**src/design/lifo_pkg.sv**
```systemverilog
// stack defaults and operation strobe layout
// referenced by scoped name from the stack, the top level and the bench
package lifo_pkg;

    // default geometry, the top level passes these down as parameters
    localparam int WIDTH_DEF = 16;     // bits per entry
    localparam int DEPTH_DEF = 8;      // entries, two at least for s0 and s1

    // operation strobe vector, one bit per strobe
    localparam int OP_W    = 3;
    localparam int OP_PUSH = 0;        // shift down, load data on top
    localparam int OP_POP  = 1;        // shift up, zero at the bottom
    localparam int OP_SWAP = 2;        // exchange s0 and s1

    // push and pop together replace the top entry
    // swap is honoured only with push and pop both low

endpackage

```
**src/design/bist_pkg.sv**
```systemverilog
// layout of one self-test script step and the reserved step numbers
// shared by the script ROM and the self-test sequencer
package bist_pkg;

    localparam int STEP_W      = 5;    // step index width
    localparam int DATA_W      = 16;   // data and expected value fields
    localparam int STEP_WORD_W = 58;   // whole step word

    // reserved steps
    localparam logic [STEP_W-1:0] ST_STOP  = 5'd0;     // run ended or idle
    localparam logic [STEP_W-1:0] ST_START = 5'd1;     // first step of a run
    localparam logic [STEP_W-1:0] ST_DONE  = 5'd31;    // script completed

    // Field offsets inside a step word, msb first:
    // data, push, pop, swap, s0 compare, s0 expected, s1 compare,
    // s1 expected and the next step number in the low bits.
    localparam int DATA_LSB   = 42;    // data [57:42]
    localparam int PUSH_BIT   = 41;
    localparam int POP_BIT    = 40;
    localparam int SWAP_BIT   = 39;
    localparam int S0_CMP_BIT = 38;
    localparam int S0_EXP_LSB = 22;    // s0 expected [37:22]
    localparam int S1_CMP_BIT = 21;
    localparam int S1_EXP_LSB = 5;     // s1 expected [20:5]
    localparam int NEXT_LSB   = 0;     // next step [4:0]

endpackage

```
**src/design/lifo_stack.sv**
```systemverilog
// shift-register operand stack with push, pop, replace and swap
// s0 and s1 are the two top registers and show each result one cycle later
`timescale 1ns/100ps

module lifo_stack #(
    parameter int WIDTH = 16,
    parameter int DEPTH = 8
) (
    input  logic             i_clk,
    input  logic             i_rst_n,
    input  logic             i_push,
    input  logic             i_pop,
    input  logic             i_swap,
    input  logic [WIDTH-1:0] i_data,
    output logic [WIDTH-1:0] o_s0,     // top of stack
    output logic [WIDTH-1:0] o_s1      // next on stack
);

    logic [lifo_pkg::OP_W-1:0] op;
    logic [WIDTH-1:0]          stk [DEPTH];

    logic do_replace;
    logic do_push;
    logic do_pop;
    logic do_swap;

    // gather the strobes into one operation vector
    always_comb begin
        op                    = '0;
        op[lifo_pkg::OP_PUSH] = i_push;
        op[lifo_pkg::OP_POP]  = i_pop;
        op[lifo_pkg::OP_SWAP] = i_swap;
    end

    // priority decode, swap only when neither push nor pop
    assign do_replace = op[lifo_pkg::OP_PUSH] && op[lifo_pkg::OP_POP];
    assign do_push    = op[lifo_pkg::OP_PUSH] && !op[lifo_pkg::OP_POP];
    assign do_pop     = op[lifo_pkg::OP_POP] && !op[lifo_pkg::OP_PUSH];
    assign do_swap    = op[lifo_pkg::OP_SWAP] && !op[lifo_pkg::OP_PUSH]
                        && !op[lifo_pkg::OP_POP];

    always_ff @(posedge i_clk) begin
        if (!i_rst_n) begin
            for (int i = 0; i < DEPTH; i++) begin
                stk[i] <= '0;
            end
        end else if (do_replace) begin
            stk[0] <= i_data;                          // only the top changes
        end else if (do_push) begin
            stk[0] <= i_data;
            for (int i = 1; i < DEPTH; i++) begin
                stk[i] <= stk[i-1];                    // bottom entry falls off
            end
        end else if (do_pop) begin
            for (int i = 0; i < DEPTH - 1; i++) begin
                stk[i] <= stk[i+1];
            end
            stk[DEPTH-1] <= '0;                        // refill bottom with zero
        end else if (do_swap) begin
            stk[0] <= stk[1];
            stk[1] <= stk[0];
        end
    end

    assign o_s0 = stk[0];
    assign o_s1 = stk[1];

endmodule

```
**src/design/lifo_bist_rom.sv**
```systemverilog
// self-test script table, one step word per step number
// purely combinational; unused steps lead to STOP
`timescale 1ns/100ps

module lifo_bist_rom (
    input  logic [bist_pkg::STEP_W-1:0]      i_step,
    output logic [bist_pkg::STEP_WORD_W-1:0] o_word
);

    // operation codes as {push, pop, swap}
    localparam logic [2:0] NOP  = 3'b000;
    localparam logic [2:0] PUSH = 3'b100;
    localparam logic [2:0] POP  = 3'b010;
    localparam logic [2:0] RPL  = 3'b110;  // pop with push
    localparam logic [2:0] SWAP = 3'b001;

    localparam logic [bist_pkg::DATA_W-1:0] NONE = '0;

    function automatic logic [bist_pkg::STEP_WORD_W-1:0] step_word(
        input logic [bist_pkg::DATA_W-1:0] data,
        input logic [2:0]                  ops,
        input logic                        s0_cmp,
        input logic [bist_pkg::DATA_W-1:0] s0_exp,
        input logic                        s1_cmp,
        input logic [bist_pkg::DATA_W-1:0] s1_exp,
        input logic [bist_pkg::STEP_W-1:0] next
    );
        logic [bist_pkg::STEP_WORD_W-1:0] w;
        w                                             = '0;
        w[bist_pkg::DATA_LSB +: bist_pkg::DATA_W]     = data;
        w[bist_pkg::PUSH_BIT]                         = ops[2];
        w[bist_pkg::POP_BIT]                          = ops[1];
        w[bist_pkg::SWAP_BIT]                         = ops[0];
        w[bist_pkg::S0_CMP_BIT]                       = s0_cmp;
        w[bist_pkg::S0_EXP_LSB +: bist_pkg::DATA_W]   = s0_exp;
        w[bist_pkg::S1_CMP_BIT]                       = s1_cmp;
        w[bist_pkg::S1_EXP_LSB +: bist_pkg::DATA_W]   = s1_exp;
        w[bist_pkg::NEXT_LSB +: bist_pkg::STEP_W]     = next;
        return w;
    endfunction

    // a check in a step sees the stack as left by the previous step
    always_comb begin
        case (i_step)
            bist_pkg::ST_START: o_word = step_word(NONE, NOP, 1'b0, NONE, 1'b0, NONE, 5'd2);
            5'd2:  o_word = step_word(16'd13, PUSH, 1'b0, NONE, 1'b0, NONE, 5'd3);
            5'd3:  o_word = step_word(NONE, NOP, 1'b1, 16'd13, 1'b0, NONE, 5'd4);
            5'd4:  o_word = step_word(16'd21, PUSH, 1'b0, NONE, 1'b0, NONE, 5'd5);
            5'd5:  o_word = step_word(NONE, NOP, 1'b1, 16'd21, 1'b1, 16'd13, 5'd6);
            5'd6:  o_word = step_word(NONE, POP, 1'b0, NONE, 1'b0, NONE, 5'd7);
            5'd7:  o_word = step_word(NONE, NOP, 1'b1, 16'd13, 1'b0, NONE, 5'd8);
            5'd8:  o_word = step_word(16'd34, RPL, 1'b0, NONE, 1'b0, NONE, 5'd9);
            5'd9:  o_word = step_word(NONE, NOP, 1'b1, 16'd34, 1'b0, NONE, 5'd10);
            5'd10: o_word = step_word(16'd55, PUSH, 1'b0, NONE, 1'b0, NONE, 5'd11);
            5'd11: o_word = step_word(NONE, NOP, 1'b1, 16'd55, 1'b1, 16'd34, 5'd12);
            5'd12: o_word = step_word(16'd89, PUSH, 1'b0, NONE, 1'b0, NONE, 5'd13);
            // from here every step checks and operates at once
            5'd13: o_word = step_word(NONE, SWAP, 1'b1, 16'd89, 1'b1, 16'd55, 5'd14);
            5'd14: o_word = step_word(NONE, POP, 1'b1, 16'd55, 1'b1, 16'd89, 5'd15);
            5'd15: o_word = step_word(NONE, POP, 1'b1, 16'd89, 1'b1, 16'd34, 5'd16);
            5'd16: o_word = step_word(NONE, NOP, 1'b1, 16'd34, 1'b0, NONE, bist_pkg::ST_DONE);
            bist_pkg::ST_DONE: o_word = step_word(NONE, NOP, 1'b0, NONE, 1'b0, NONE,
                                                  bist_pkg::ST_STOP);
            default: o_word = step_word(NONE, NOP, 1'b0, NONE, 1'b0, NONE,
                                        bist_pkg::ST_STOP);    // STOP loops on itself
        endcase
    end

endmodule

```
**src/design/lifo_bist.sv**
```systemverilog
// self-test sequencer, steps through the script ROM and checks s0 and s1
// owns the stack strobes: user operations when idle, script operations when running
`timescale 1ns/100ps

module lifo_bist #(
    parameter int WIDTH = 16
) (
    input  logic                             i_clk,
    input  logic                             i_rst_n,
    // test control
    input  logic                             i_run,
    output logic                             o_running,
    output logic                             o_passed,
    // user operations
    input  logic                             i_usr_push,
    input  logic                             i_usr_pop,
    input  logic                             i_usr_swap,
    input  logic [WIDTH-1:0]                 i_usr_data,
    // stack data
    input  logic [WIDTH-1:0]                 i_s0,
    input  logic [WIDTH-1:0]                 i_s1,
    // script
    input  logic [bist_pkg::STEP_WORD_W-1:0] i_word,
    output logic [bist_pkg::STEP_W-1:0]      o_step,
    // stack operations
    output logic                             o_push,
    output logic                             o_pop,
    output logic                             o_swap,
    output logic [WIDTH-1:0]                 o_data
);

    logic [bist_pkg::STEP_W-1:0] step;
    logic [bist_pkg::STEP_W-1:0] next_step;

    logic             scr_push;
    logic             scr_pop;
    logic             scr_swap;
    logic [WIDTH-1:0] scr_data;
    logic             s0_cmp;
    logic [WIDTH-1:0] s0_exp;
    logic             s1_cmp;
    logic [WIDTH-1:0] s1_exp;
    logic             mismatch;

    // script fields
    assign scr_data  = WIDTH'(i_word[bist_pkg::DATA_LSB +: bist_pkg::DATA_W]);
    assign scr_push  = i_word[bist_pkg::PUSH_BIT];
    assign scr_pop   = i_word[bist_pkg::POP_BIT];
    assign scr_swap  = i_word[bist_pkg::SWAP_BIT];
    assign s0_cmp    = i_word[bist_pkg::S0_CMP_BIT];
    assign s0_exp    = WIDTH'(i_word[bist_pkg::S0_EXP_LSB +: bist_pkg::DATA_W]);
    assign s1_cmp    = i_word[bist_pkg::S1_CMP_BIT];
    assign s1_exp    = WIDTH'(i_word[bist_pkg::S1_EXP_LSB +: bist_pkg::DATA_W]);
    assign next_step = i_word[bist_pkg::NEXT_LSB +: bist_pkg::STEP_W];

    assign mismatch = (s0_cmp && (i_s0 != s0_exp)) || (s1_cmp && (i_s1 != s1_exp));

    assign o_running = i_run && (step != bist_pkg::ST_STOP);
    assign o_step    = step;

    always_ff @(posedge i_clk) begin
        if (!i_rst_n) begin
            step <= bist_pkg::ST_START;
        end else if (!i_run) begin
            step <= bist_pkg::ST_START;                // rearm for the next run
        end else if (o_running) begin
            step <= mismatch ? bist_pkg::ST_STOP : next_step;
        end
    end

    always_ff @(posedge i_clk) begin
        if (!i_rst_n) begin
            o_passed <= 1'b0;
        end else if (o_running) begin
            if (step == bist_pkg::ST_START) begin
                o_passed <= 1'b0;                      // fresh run
            end else if (step == bist_pkg::ST_DONE) begin
                o_passed <= 1'b1;                      // whole script matched
            end
        end
    end

    // user strobes are ignored while the script owns the stack
    assign o_push = o_running ? scr_push : i_usr_push;
    assign o_pop  = o_running ? scr_pop  : i_usr_pop;
    assign o_swap = o_running ? scr_swap : i_usr_swap;
    assign o_data = o_running ? scr_data : i_usr_data;

endmodule

```
**src/design/lifo_top.sv**
```systemverilog
// operand stack with its script-driven self-test
// user strobes reach the stack whenever no self-test run is active
`timescale 1ns/100ps

module lifo_top #(
    parameter int WIDTH = lifo_pkg::WIDTH_DEF,
    parameter int DEPTH = lifo_pkg::DEPTH_DEF
) (
    input  logic             i_clk,
    input  logic             i_rst_n,
    input  logic             i_push,
    input  logic             i_pop,
    input  logic             i_swap,
    input  logic [WIDTH-1:0] i_data,
    input  logic             i_run,
    output logic             o_running,
    output logic             o_passed,
    output logic [WIDTH-1:0] o_s0,
    output logic [WIDTH-1:0] o_s1
);

    logic                             stk_push;
    logic                             stk_pop;
    logic                             stk_swap;
    logic [WIDTH-1:0]                 stk_data;
    logic [bist_pkg::STEP_W-1:0]      step;
    logic [bist_pkg::STEP_WORD_W-1:0] step_word;

    // script values are DATA_W wide, the stack must match
    if (WIDTH != bist_pkg::DATA_W) begin : g_width_check
        $error("stack width %0d differs from script data width %0d",
               WIDTH, bist_pkg::DATA_W);
    end

    lifo_stack #(
        .WIDTH (WIDTH),
        .DEPTH (DEPTH)
    ) lifo_stack_i (
        .i_clk   (i_clk),
        .i_rst_n (i_rst_n),
        .i_push  (stk_push),
        .i_pop   (stk_pop),
        .i_swap  (stk_swap),
        .i_data  (stk_data),
        .o_s0    (o_s0),
        .o_s1    (o_s1)
    );

    lifo_bist #(
        .WIDTH (WIDTH)
    ) lifo_bist_i (
        .i_clk      (i_clk),
        .i_rst_n    (i_rst_n),
        .i_run      (i_run),
        .o_running  (o_running),
        .o_passed   (o_passed),
        .i_usr_push (i_push),
        .i_usr_pop  (i_pop),
        .i_usr_swap (i_swap),
        .i_usr_data (i_data),
        .i_s0       (o_s0),
        .i_s1       (o_s1),
        .i_word     (step_word),
        .o_step     (step),
        .o_push     (stk_push),
        .o_pop      (stk_pop),
        .o_swap     (stk_swap),
        .o_data     (stk_data)
    );

    lifo_bist_rom lifo_bist_rom_i (
        .i_step (step),
        .o_word (step_word)
    );

endmodule

```
**config.mk**
```make
export PLATFORM = sky130hd
export DESIGN_NAME = lifo_top
export DESIGN_NICKNAME = d
export VERILOG_FILES = /design/src/design/lifo_pkg.sv /design/src/design/bist_pkg.sv /design/src/design/lifo_stack.sv /design/src/design/lifo_bist_rom.sv /design/src/design/lifo_bist.sv /design/src/design/lifo_top.sv
export SDC_FILE = /design/constraint.sdc
export NUM_CORES = 1
export LEC_CHECK = 0
export ABC_AREA = 1
export BUFFER_PORTS_ARGS = -buffer_cell sky130_fd_sc_hd__buf_2
export CORE_ASPECT_RATIO = 0.7
export CORE_UTILIZATION = 40
export DETAILED_ROUTE_END_ITERATION = 12
export PLACE_DENSITY = 0.67
export SLEW_MARGIN = 30
export SYNTH_ARGS = -nofsm -noshare
export SYNTH_HDL_FRONTEND = slang
export SYNTH_SLANG_ARGS = --single-unit
```
**constraint.sdc**
```tcl
create_clock -name i_clk -period 4.81 [get_ports i_clk]
set_clock_uncertainty 0.15 [all_clocks]
set_input_delay 1.443 -clock i_clk [delete_from_list [all_inputs] [get_ports i_clk]]
set_output_delay 1.443 -clock i_clk [all_outputs]
set_load 0.05 [all_outputs]
```
==> results of run 1 <==
worst min-delay path by stage:
| stage | from | end | cells after the start |
|---|---|---|---|
| after detailed placement | lifo_stack_i.stk[3][13] | lifo_stack_i.stk[3][29] | 2 |
| after global placement | lifo_bist_i.o_step[0] | lifo_bist_i.o_passed | 1 |
| after floorplan | lifo_bist_i.o_step[0] | lifo_bist_i.o_passed | 1 |
| final | lifo_stack_i.stk[3][1] | lifo_stack_i.stk[3][17] | 2 |
| after CTS | lifo_stack_i.stk[3][8] | lifo_stack_i.stk[3][24] | 2 |
| after global routing | lifo_bist_i.o_step[0] | lifo_bist_i.o_passed | 1 |
sequential cells by signal, summed over array words and instances (netlist names):
name / cells
lifo_bist_i.o_passed: 1
lifo_stack_i.stk: 128
lifo_bist_i.o_step: 5
lifo_bist_rom_i.o_word: 27
synth_stat cells (all sizes together):
library cell | number | area [um2]
a31oi | 1 | 6.26
nand3 | 30 | 155
ha | 4 | 50.1
nand3b | 2 | 18.8
o21ai | 104 | 532
nor2 | 103 | 407
a21oi | 70 | 354
o31ai | 4 | 30.0
nand2 | 164 | 636
dfxtp | 49 | 981
edfxtp | 112 | 3360
buf | 21 | 110
o22ai | 1 | 12.5
nor4 | 1 | 6.26
inv | 86 | 323
a311oi | 1 | 8.76
clkbuf | 16 | 60.1
o32ai | 5 | 43.8
xnor2 | 2 | 17.5
nand4 | 4 | 25.0
o21bai | 1 | 11.3
nor3 | 3 | 26.3
logic make-up (layout without fill, tap and decap cells):
group / Yosys count / after routing / synth area share [%]
buffers and inverters: 123 / 186 / 6.87
AO/OA/AOI/OAI: 187 / 187 / 13.9
XOR/XNOR: 2 / 2 / 0.244
AND/OR/NAND/NOR: 307 / 307 / 17.7
adder cells (fa/ha/maj): 4 / 4 / 0.697
flip-flops: 161 / 161 / 60.5
worst reg2reg max path: stages, from the launching register on:
cell     delay, ns
dfxtp_1       0.39
nor2_1        0.08
nand3_2       0.07
nand2_2       0.18
inv_2         0.30
nand2_1       0.11
nand2_2       0.11
inv_1         0.08
nor2_4        0.13
buf_4         0.48
inv_2         0.11
buf_12        0.24
nand2_1       0.26
o21ai_0       0.15
a21oi_1       0.13
area by class of cell:
type	count	area, um2	share of cell area [%]
inverters	86	323	3.91
clock buffers	17	425	5.15
repair buffers	69	393	4.76
well taps	231	289	3.50
flip-flops and latches	161	4340	52.6
multi-input cells	500	2340	28.3
clock inverters	14	144	1.74
where the power goes:
group	internal, mW	switching (mW)	total (mW)
logic	0.103	0.332	0.435
registers	1.62	0.0754	1.70
clock network	0.729	0.602	1.33
total	2.45	1.01	3.46
routing by layer:
| metal | wire length [um] | vias to the layer above | GRT usage (%) |
|---|---|---|---|
| met3 | 1580 | 17 | 4.09 |
| met1 | 8810 | 2730 | 31.7 |
| met2 | 7550 | 260 | 29.7 |
| li1 | - | 2723 | - |
| met5 | 0 | - | 0 |
| met4 | 194 | 0 | 6.29 |
stage by stage:
stage               hold slack [ns]  setup slack, ns  instances  total power, mW
floorplan                     0.304             1.28        784             2.01
global placement              0.324            0.778       1047             2.15
detailed placement            0.332            0.708       1047             2.16
CTS                           0.353            0.847       1078             3.47
global route                  0.389            0.759       1078             3.59
finish                        0.351            0.835       1078             3.46
==> metrics, run 1 <==
Synth Instances=784; Hold Crit Class=reg -> reg; Worst Path Buf+Inv=3; RSZ-0062 raised after global routing=false; number of H-tree levels=4; GR Overflow Total=0; Post-Route WL=18100 um; slowest stage delay, CP=0.33 ns; crit start category=input port; critical path peak fanout=14; Antenna Cells=0; clock sinks=161; Area after DPL=7690 um2; warning count from the yosys run=0; CTS tree=built; Fmax=252 MHz; Synth Register Bits=161; Netlist cell types=34; final hold vios=0; Vias=5730; Die H=114 um; Setup-failing EPs final=0; Slew HR=42.4%; crit-path most repeated cell=buf_2; layout cells sized above 1=14.9%; TritonRoute pass-1 iters=5; vias per inst=5.32; critical path startpoint=i_run; Synth Cell Area=7180 um2; CTS Buf Count=17; DIE AREA=18500 um2; Fillers=1663; status=finished, final reports clean; Area Growth Syn to Fin=15.1%; P_leak=3.42 nW; final core occ=47.6%; IO Count=56; Cell Rows=40; worst slew pin tran=0.863 ns; Post-CTS Setup Repair Bufs=0; Post-Synthesis Mean Instance Area=9.15 um2; Clock Tree Root=clkbuf_16; CTS max path bufs=2; clk slew on worst S/H paths=0.07 ns; first-pass GRT wire length=29400 um; Layout Cell Area excl Fill=8260 um2; crit path capture=o_running; slowest CP cell=buf_2; Core Region=17400 um2; depth of the worst register-to-register path=14; Final min period=3.98 ns; antenna-violating nets left=0; Crit path max-delay family=buffers and inverters; Post-DP HPWL=12200 um; Final TNS setup=0 ns; nets=861; most frequent cells in the layout=156 x nand2_1, 112 x edfxtp_1, 99 x nor2_1; worst vdd ir=210 uV; wire per inst=16.8 um; starting density of the core=41.3%; CP Cell Sequence=buf_2 -> nand2_2 -> inv_2 -> buf_2; Post-Syn Nets=810; # port buffers=55; Post-CTS Resized=0; crit path DAT=2.38 ns; register area share after synthesis=60.5%; Placer Congestion=0.899; reg2reg end=lifo_stack_i.stk[1][0]; most common cell after layout, fill and taps aside=nand2_1; Reg-to-Reg Start=lifo_bist_i.o_step[2]; Post-route DRC=0; Final Max Slew Viols=0; GRT Resource Usage Total=20.8%; Levels on crit path=4; Cell Pwr Density=419 nW/um2; chip width=162 um; Max Cap Viol=0; vias in the first global route=5486; Hold-fix buffers, CTS=0; Tcrit/Tclk final=82.6%; initial antenna violation count=1; worst skew pair latency=0.42 ns; Setup crit end kind=output port; Detailed Route Iter0 Violations=514; CP required=3.22 ns; pin count of the biggest net entering global routing=99; setup slack, reg-to-reg=1.71 ns; critical path class=in -> out
Power figures use the tool's default switching activity.
==> run 2: changes to the inputs <==
ABC_AREA = 0   (was 1)
clock period = 3.79 ns   (was 4.81 ns; I/O delays follow)
==> metrics, run 2 <==
Biggest register=lifo_stack_i.stk (unchanged); Slew HR=41.9% (was 42.4%); nets=659 (was 861); top cells by count, synth=112 x edfxtp_1, 90 x a22o_1, 81 x nand2_1 (was 156 x nand2_1, 112 x edfxtp_1, 99 x nor2_1); largest cells by area after synthesis=edfxtp_1 49%, dfxtp_1 14%, a22o_1 11%, nand2_1 4.4%, a21oi_1 2.9% (was edfxtp_1 47%, dfxtp_1 14%, nand2_1 8.2%, o21ai_0 6.3%, nor2_1 5.2%); DIE AREA=17800 um2 (was 18500 um2); Area Growth Syn to Fin=17.9% (was 15.1%); slowest CP cell=or4_1 (was buf_2); crit path DAT=2.42 ns (was 2.38 ns); Final TNS setup=0 ns (unchanged); Placer Congestion=0.919 (was 0.899); CP Cell Sequence=or4_1 -> o21ai_4 -> inv_2 -> buf_2 (was buf_2 -> nand2_2 -> inv_2 -> buf_2); antenna-violating nets left=0 (unchanged); Fillers=1479 (was 1663); Antenna Cells=0 (unchanged); Post-CTS Resized=0 (unchanged); Vias=5140 (was 5730); status=finished, final reports clean (unchanged); worst vdd ir=284 uV (was 210 uV); Top FF cell, synth=edfxtp_1 (unchanged); Crit path max-delay family=simple AND/OR/NAND/NOR gates (was buffers and inverters); Fmax=270 MHz; clock sinks=161 (unchanged); Final Max Slew Viols=0 (unchanged); Die H=112 um (was 114 um); wire per inst=21.5 um (was 16.8 um); number of H-tree levels=4 (unchanged); crit start category=flip-flop (was input port); CTS Buf Count=17 (unchanged); Post-synth EDFFs=112 (unchanged); Max Cap Viol=0 (unchanged); area leader, netlist=edfxtp_1 (unchanged); CP required=2.50 ns (was 3.22 ns); final hold vios=0 (unchanged); Setup-failing EPs final=0 (unchanged); Netlist cell types=52 (was 34); GR Overflow Total=0 (unchanged); Synth top area share=48.7% (was 46.9%); slowest stage delay, CP=0.66 ns (was 0.33 ns); # placed instances=839 (was 1047); critical path class=reg -> out (was in -> out); starting density of the core=41.7% (was 41.3%); Hold Crit Class=reg -> reg (unchanged); CTS tree=built (unchanged); Hold-fix buffers, CTS=0 (unchanged); Non-Filler Instances=871 (was 1078); GRT Resource Usage Total=22.0% (was 20.8%); chip width=159 um (was 162 um); IO Count=56 (unchanged); Post-Syn Nets=594 (was 810); max FFs per register=128 (unchanged); Post-CTS Setup Repair Bufs=0 (unchanged); vias in the first global route=4973 (was 5486); final core occ=49.1% (was 47.6%); P_leak=3.17 nW (was 3.42 nW); pin count of the biggest net entering global routing=97 (was 99); most common cell in the netlist=edfxtp_1 (was nand2_1); clk slew on worst S/H paths=0.07 ns (about the same); Cell Rows=39 (was 40); Synth Instances=568 (was 784); Worst Path Buf+Inv=2 (was 3); ys async rst share=0% (unchanged); Post-Synthesis Mean Instance Area=12.2 um2 (was 9.15 um2); Core Region=16600 um2 (was 17400 um2); Post-Route WL=18700 um (was 18100 um); Detailed Route Iter0 Violations=696 (was 514); Synth Cell Area=6910 um2 (was 7180 um2); Cell Pwr Density=540 nW/um2 (was 419 nW/um2); warning count from the yosys run=0 (unchanged); register area share after synthesis=62.8% (was 60.5%); Setup crit end kind=output port (unchanged); Post-route DRC=0 (unchanged); Synth Register Bits=161 (unchanged); critical path peak fanout=14 (unchanged); vias per inst=5.90 (was 5.32); TritonRoute pass-1 iters=6 (was 5); # port buffers=55 (unchanged); RSZ-0062 raised after global routing=false (unchanged); Final min period=3.71 ns; CTS max path bufs=2 (unchanged); initial antenna violation count=0 (was 1); first-pass GRT wire length=29600 um (was 29400 um); most frequent cells in the layout=112 x edfxtp_1, 90 x a22o_1, 81 x nand2_1 (was 156 x nand2_1, 112 x edfxtp_1, 99 x nor2_1); layout cells sized above 1=19.2% (was 14.9%); Clock Tree Root=clkbuf_16 (unchanged); Tcrit/Tclk final=97.9%; worst slew pin tran=0.870 ns (was 0.863 ns); Worst Hold Slack=0.311 ns (was 0.351 ns); most common cell after layout, fill and taps aside=edfxtp_1 (was nand2_1); worst skew pair latency=0.43 ns (was 0.42 ns); Post-DP HPWL=12600 um (was 12200 um)
-- run 2: cell count changes in the layout (fill, tap and decap cells not counted), sizes merged, moves of 14 or more --
cell / previous run / this run
nor2: 103 / 24
a21oi: 70 / 40
nand2: 164 / 81
inv: 94 / 18
a22o: 0 / 90
o21ai: 104 / 9
buf: 69 / 83
nand3: 30 / 9
-- run 2: path summary, 6_finish.rpt --
check	to	startpoint	slack (ns)	cells after the start
setup / recovery	o_running	lifo_bist_i.o_step[2]	0.08	4
setup reg to reg	lifo_bist_rom_i.o_word[0]	lifo_stack_i.stk[0][18]	0.17	9
hold / removal	lifo_stack_i.stk[3][18]	lifo_stack_i.stk[3][18]	0.31	2
hold reg to reg	lifo_stack_i.stk[3][18]	lifo_stack_i.stk[3][18]	0.31	2
-- run 2: power breakdown --
group / internal, mW / switching, mW
combinational: 0.132 / 0.317
sequential: 2.02 / 0.104
clock: 1.06 / 0.769
-- run 2: cells by family (layout without fill, tap and decap cells) --
group	count (synthesis)	count (layout)	synth area share [%]
AND/OR/NAND/NOR	158	158	10.3
flip-flops	161	161	62.8
AO/OA/AOI/OAI	176	176	19.6
buffers and inverters	47	125	3.29
XOR/XNOR	10	10	1.27
adder cells (fa/ha/maj)	4	4	0.724
multiplexers	12	12	1.95
-- run 2: per-layer routing --
| layer | global-route usage [%] | vias to the layer above | routed length [um] |
|---|---|---|---|
| met2 | 29.6 | 246 | 7650 |
| li1 | - | 2317 | - |
| met4 | 6.15 | 0 | 136 |
| met3 | 5.40 | 12 | 1720 |
| met1 | 34.5 | 2565 | 9230 |
| met5 | 0 | - | 0 |
-- run 2: layout make-up --
class / instances / area, um2 / share of cell area [%]
Timing Repair Buffer: 83 / 523 / 6.42
Clock inverter: 15 / 193 / 2.36
Inverter: 10 / 37.5 / 0.460
Clock buffer: 17 / 425 / 5.22
Tap cell: 225 / 282 / 3.45
Sequential cell: 161 / 4340 / 53.3
Multi-Input combinational cell: 360 / 2350 / 28.8
-- run 2: worst min-delay path, cell delays in order (launching register included) --
cell,delay (ns)
dfxtp_1,0.31
nand2_1,0.05
a21oi_1,0.05
-- run 2: metrics by stage --
stage / setup WS (ns) / instance area, um2 / total power [mW]
after CTS: 0.101 / 8150 / 4.41
after global placement: 0.300 / 7530 / 2.60
after detailed placement: 0.292 / 7530 / 2.61
after global routing: 0.0197 / 8150 / 4.55
final: 0.0803 / 8150 / 4.40
after floorplan: 0.332 / 6910 / 2.43
==> run 3: changes to the inputs <==
RECOVER_POWER = 100   (was default)
==> metrics, run 3 (synthesized netlist as in run 2, its figures left out) <==
RSZ-0062 raised after global routing=false (unchanged); wire per inst=21.5 um (about the same); # port buffers=55 (unchanged); layout cells sized above 1=12.5% (was 19.2%); Post-Route WL=18700 um (about the same); Pwr Total=4.38 mW (was 4.40 mW); GR Overflow Total=0 (unchanged); met1 WL=9180 um (was 9230 um); Post-DP HPWL=12600 um (unchanged); CP required=2.50 ns (about the same); vias per inst=5.87 (was 5.90); Core Region=16600 um2 (unchanged); CTS tree=built (unchanged); top sig layer=met4 (unchanged); Worst Hold Slack=0.310 ns (was 0.311 ns); crit path DAT=2.42 ns (about the same); Vias=5116 (was 5140); Fillers=1508 (was 1479); Post-CTS Resized=0 (unchanged); nets=659 (unchanged); worst vdd ir=280 uV (was 284 uV); Hold Crit Class=reg -> reg (unchanged); Setup-failing EPs final=0 (unchanged); GRT Resource Usage Total=22.0% (unchanged); Hold-fix buffers, CTS=0 (unchanged); Slew HR=35.2% (was 41.9%); Layout Cell Area excl Fill=8040 um2 (was 8150 um2); initial antenna violation count=0 (unchanged); Antenna Cells=0 (unchanged); most frequent cells in the layout=112 x edfxtp_1, 90 x a22o_1, 81 x nand2_1 (unchanged); status=finished, final reports clean (unchanged); crit start category=flip-flop (unchanged); vias in the first global route=4973 (unchanged); critical path class=reg -> out (unchanged); first-pass GRT wire length=29600 um (unchanged); WL met2=7610 um (was 7650 um); worst skew pair latency=0.43 ns (about the same); routed wl met3=1740 um (was 1720 um); most common cell after layout, fill and taps aside=edfxtp_1 (unchanged); IO Count=56 (unchanged); CTS Buf Count=17 (unchanged); Final TNS setup=0 ns (unchanged); Setup crit end kind=output port (unchanged); Placer Congestion=0.919 (unchanged); CTS max path bufs=2 (unchanged); Final Max Slew Viols=0 (unchanged); Cell Pwr Density=545 nW/um2 (was 540 nW/um2); number of H-tree levels=4 (unchanged); antenna-violating nets left=0 (unchanged); pin count of the biggest net entering global routing=97 (unchanged); TritonRoute pass-1 iters=5 (was 6); Final min period=3.71 ns (about the same); max FFs per register=128 (unchanged); Fmax=270 MHz (about the same); Clock Tree Root=clkbuf_16 (unchanged); chip width=159 um (unchanged); DIE AREA=17800 um2 (unchanged); final hold vios=0 (unchanged); starting density of the core=41.7% (unchanged); Die H=112 um (unchanged); P_leak=3.01 nW (was 3.17 nW); clk slew on worst S/H paths=0.07 ns (about the same); Biggest register=lifo_stack_i.stk (unchanged); Cell Rows=39 (unchanged); Post-CTS Setup Repair Bufs=0 (unchanged); Tcrit/Tclk final=97.8% (was 97.9%); worst slew pin tran=0.972 ns (was 0.870 ns); critical path peak fanout=14 (unchanged); Max Cap Viol=0 (unchanged); Area after DPL=7530 um2 (unchanged); clock sinks=161 (unchanged); Post-route DRC=0 (unchanged); Detailed Route Iter0 Violations=633 (was 696); Area Growth Syn to Fin=16.3% (was 17.9%)
[run 3: cell types whose count changed in the layout (fill, tap and decap cells not counted), sizes merged]
cell    change
buf        -46
clkbuf     +46
[run 3: path summary, 6_finish.rpt]
check	to	slack (ns)	from	cells after the start
worst max-delay path	o_running	0.08	lifo_bist_i.o_step[2]	4
worst min-delay path	lifo_stack_i.stk[3][18]	0.31	lifo_stack_i.stk[3][18]	2
worst max register to register	lifo_bist_rom_i.o_word[0]	0.16	lifo_stack_i.stk[0][18]	9
worst min register to register	lifo_stack_i.stk[3][18]	0.31	lifo_stack_i.stk[3][18]	2
[run 3: layer usage]
layer / GRT usage (%) / vias to the layer above
met1: 34.5 / 2549
li1: - / 2315
met5: 0 / -
met2: 29.6 / 237
met4: 6.15 / 0
met3: 5.40 / 15
[run 3: layout make-up]
| cell class | count | area (um2) | share of cell area (%) |
|---|---|---|---|
| well taps | 225 | 282 | 3.50 |
| clock inverters | 15 | 193 | 2.40 |
| repair buffers | 83 | 419 | 5.21 |
| flip-flops and latches | 161 | 4340 | 54.0 |
| inverters | 10 | 37.5 | 0.467 |
| multi-input cells | 360 | 2340 | 29.1 |
| clock buffers | 17 | 425 | 5.29 |
[run 3: through the flow]
stage               util, %  std cells  setup slack (ns)
global route           48.5        871            0.0197
detailed placement     45.4        839             0.292
finish                 48.5        871            0.0850
global placement       45.4        839             0.300
CTS                    49.1        871             0.101
floorplan                 -        568             0.332
[run 3: report_power, final]
group / switching (mW) / internal, mW / leakage, nW
logic: 0.317 / 0.112 / 1.09
clock network: 0.769 / 1.06 / 0.297
registers: 0.104 / 2.03 / 1.62
total: 1.19 / 3.19 / 3.01
[run 3: critical path, stage by stage, from the launching register on]
cell     delay [ns]
dfxtp_1        0.35
or4_1          0.66
o21ai_4        0.53
inv_2          0.18
buf_2          0.26
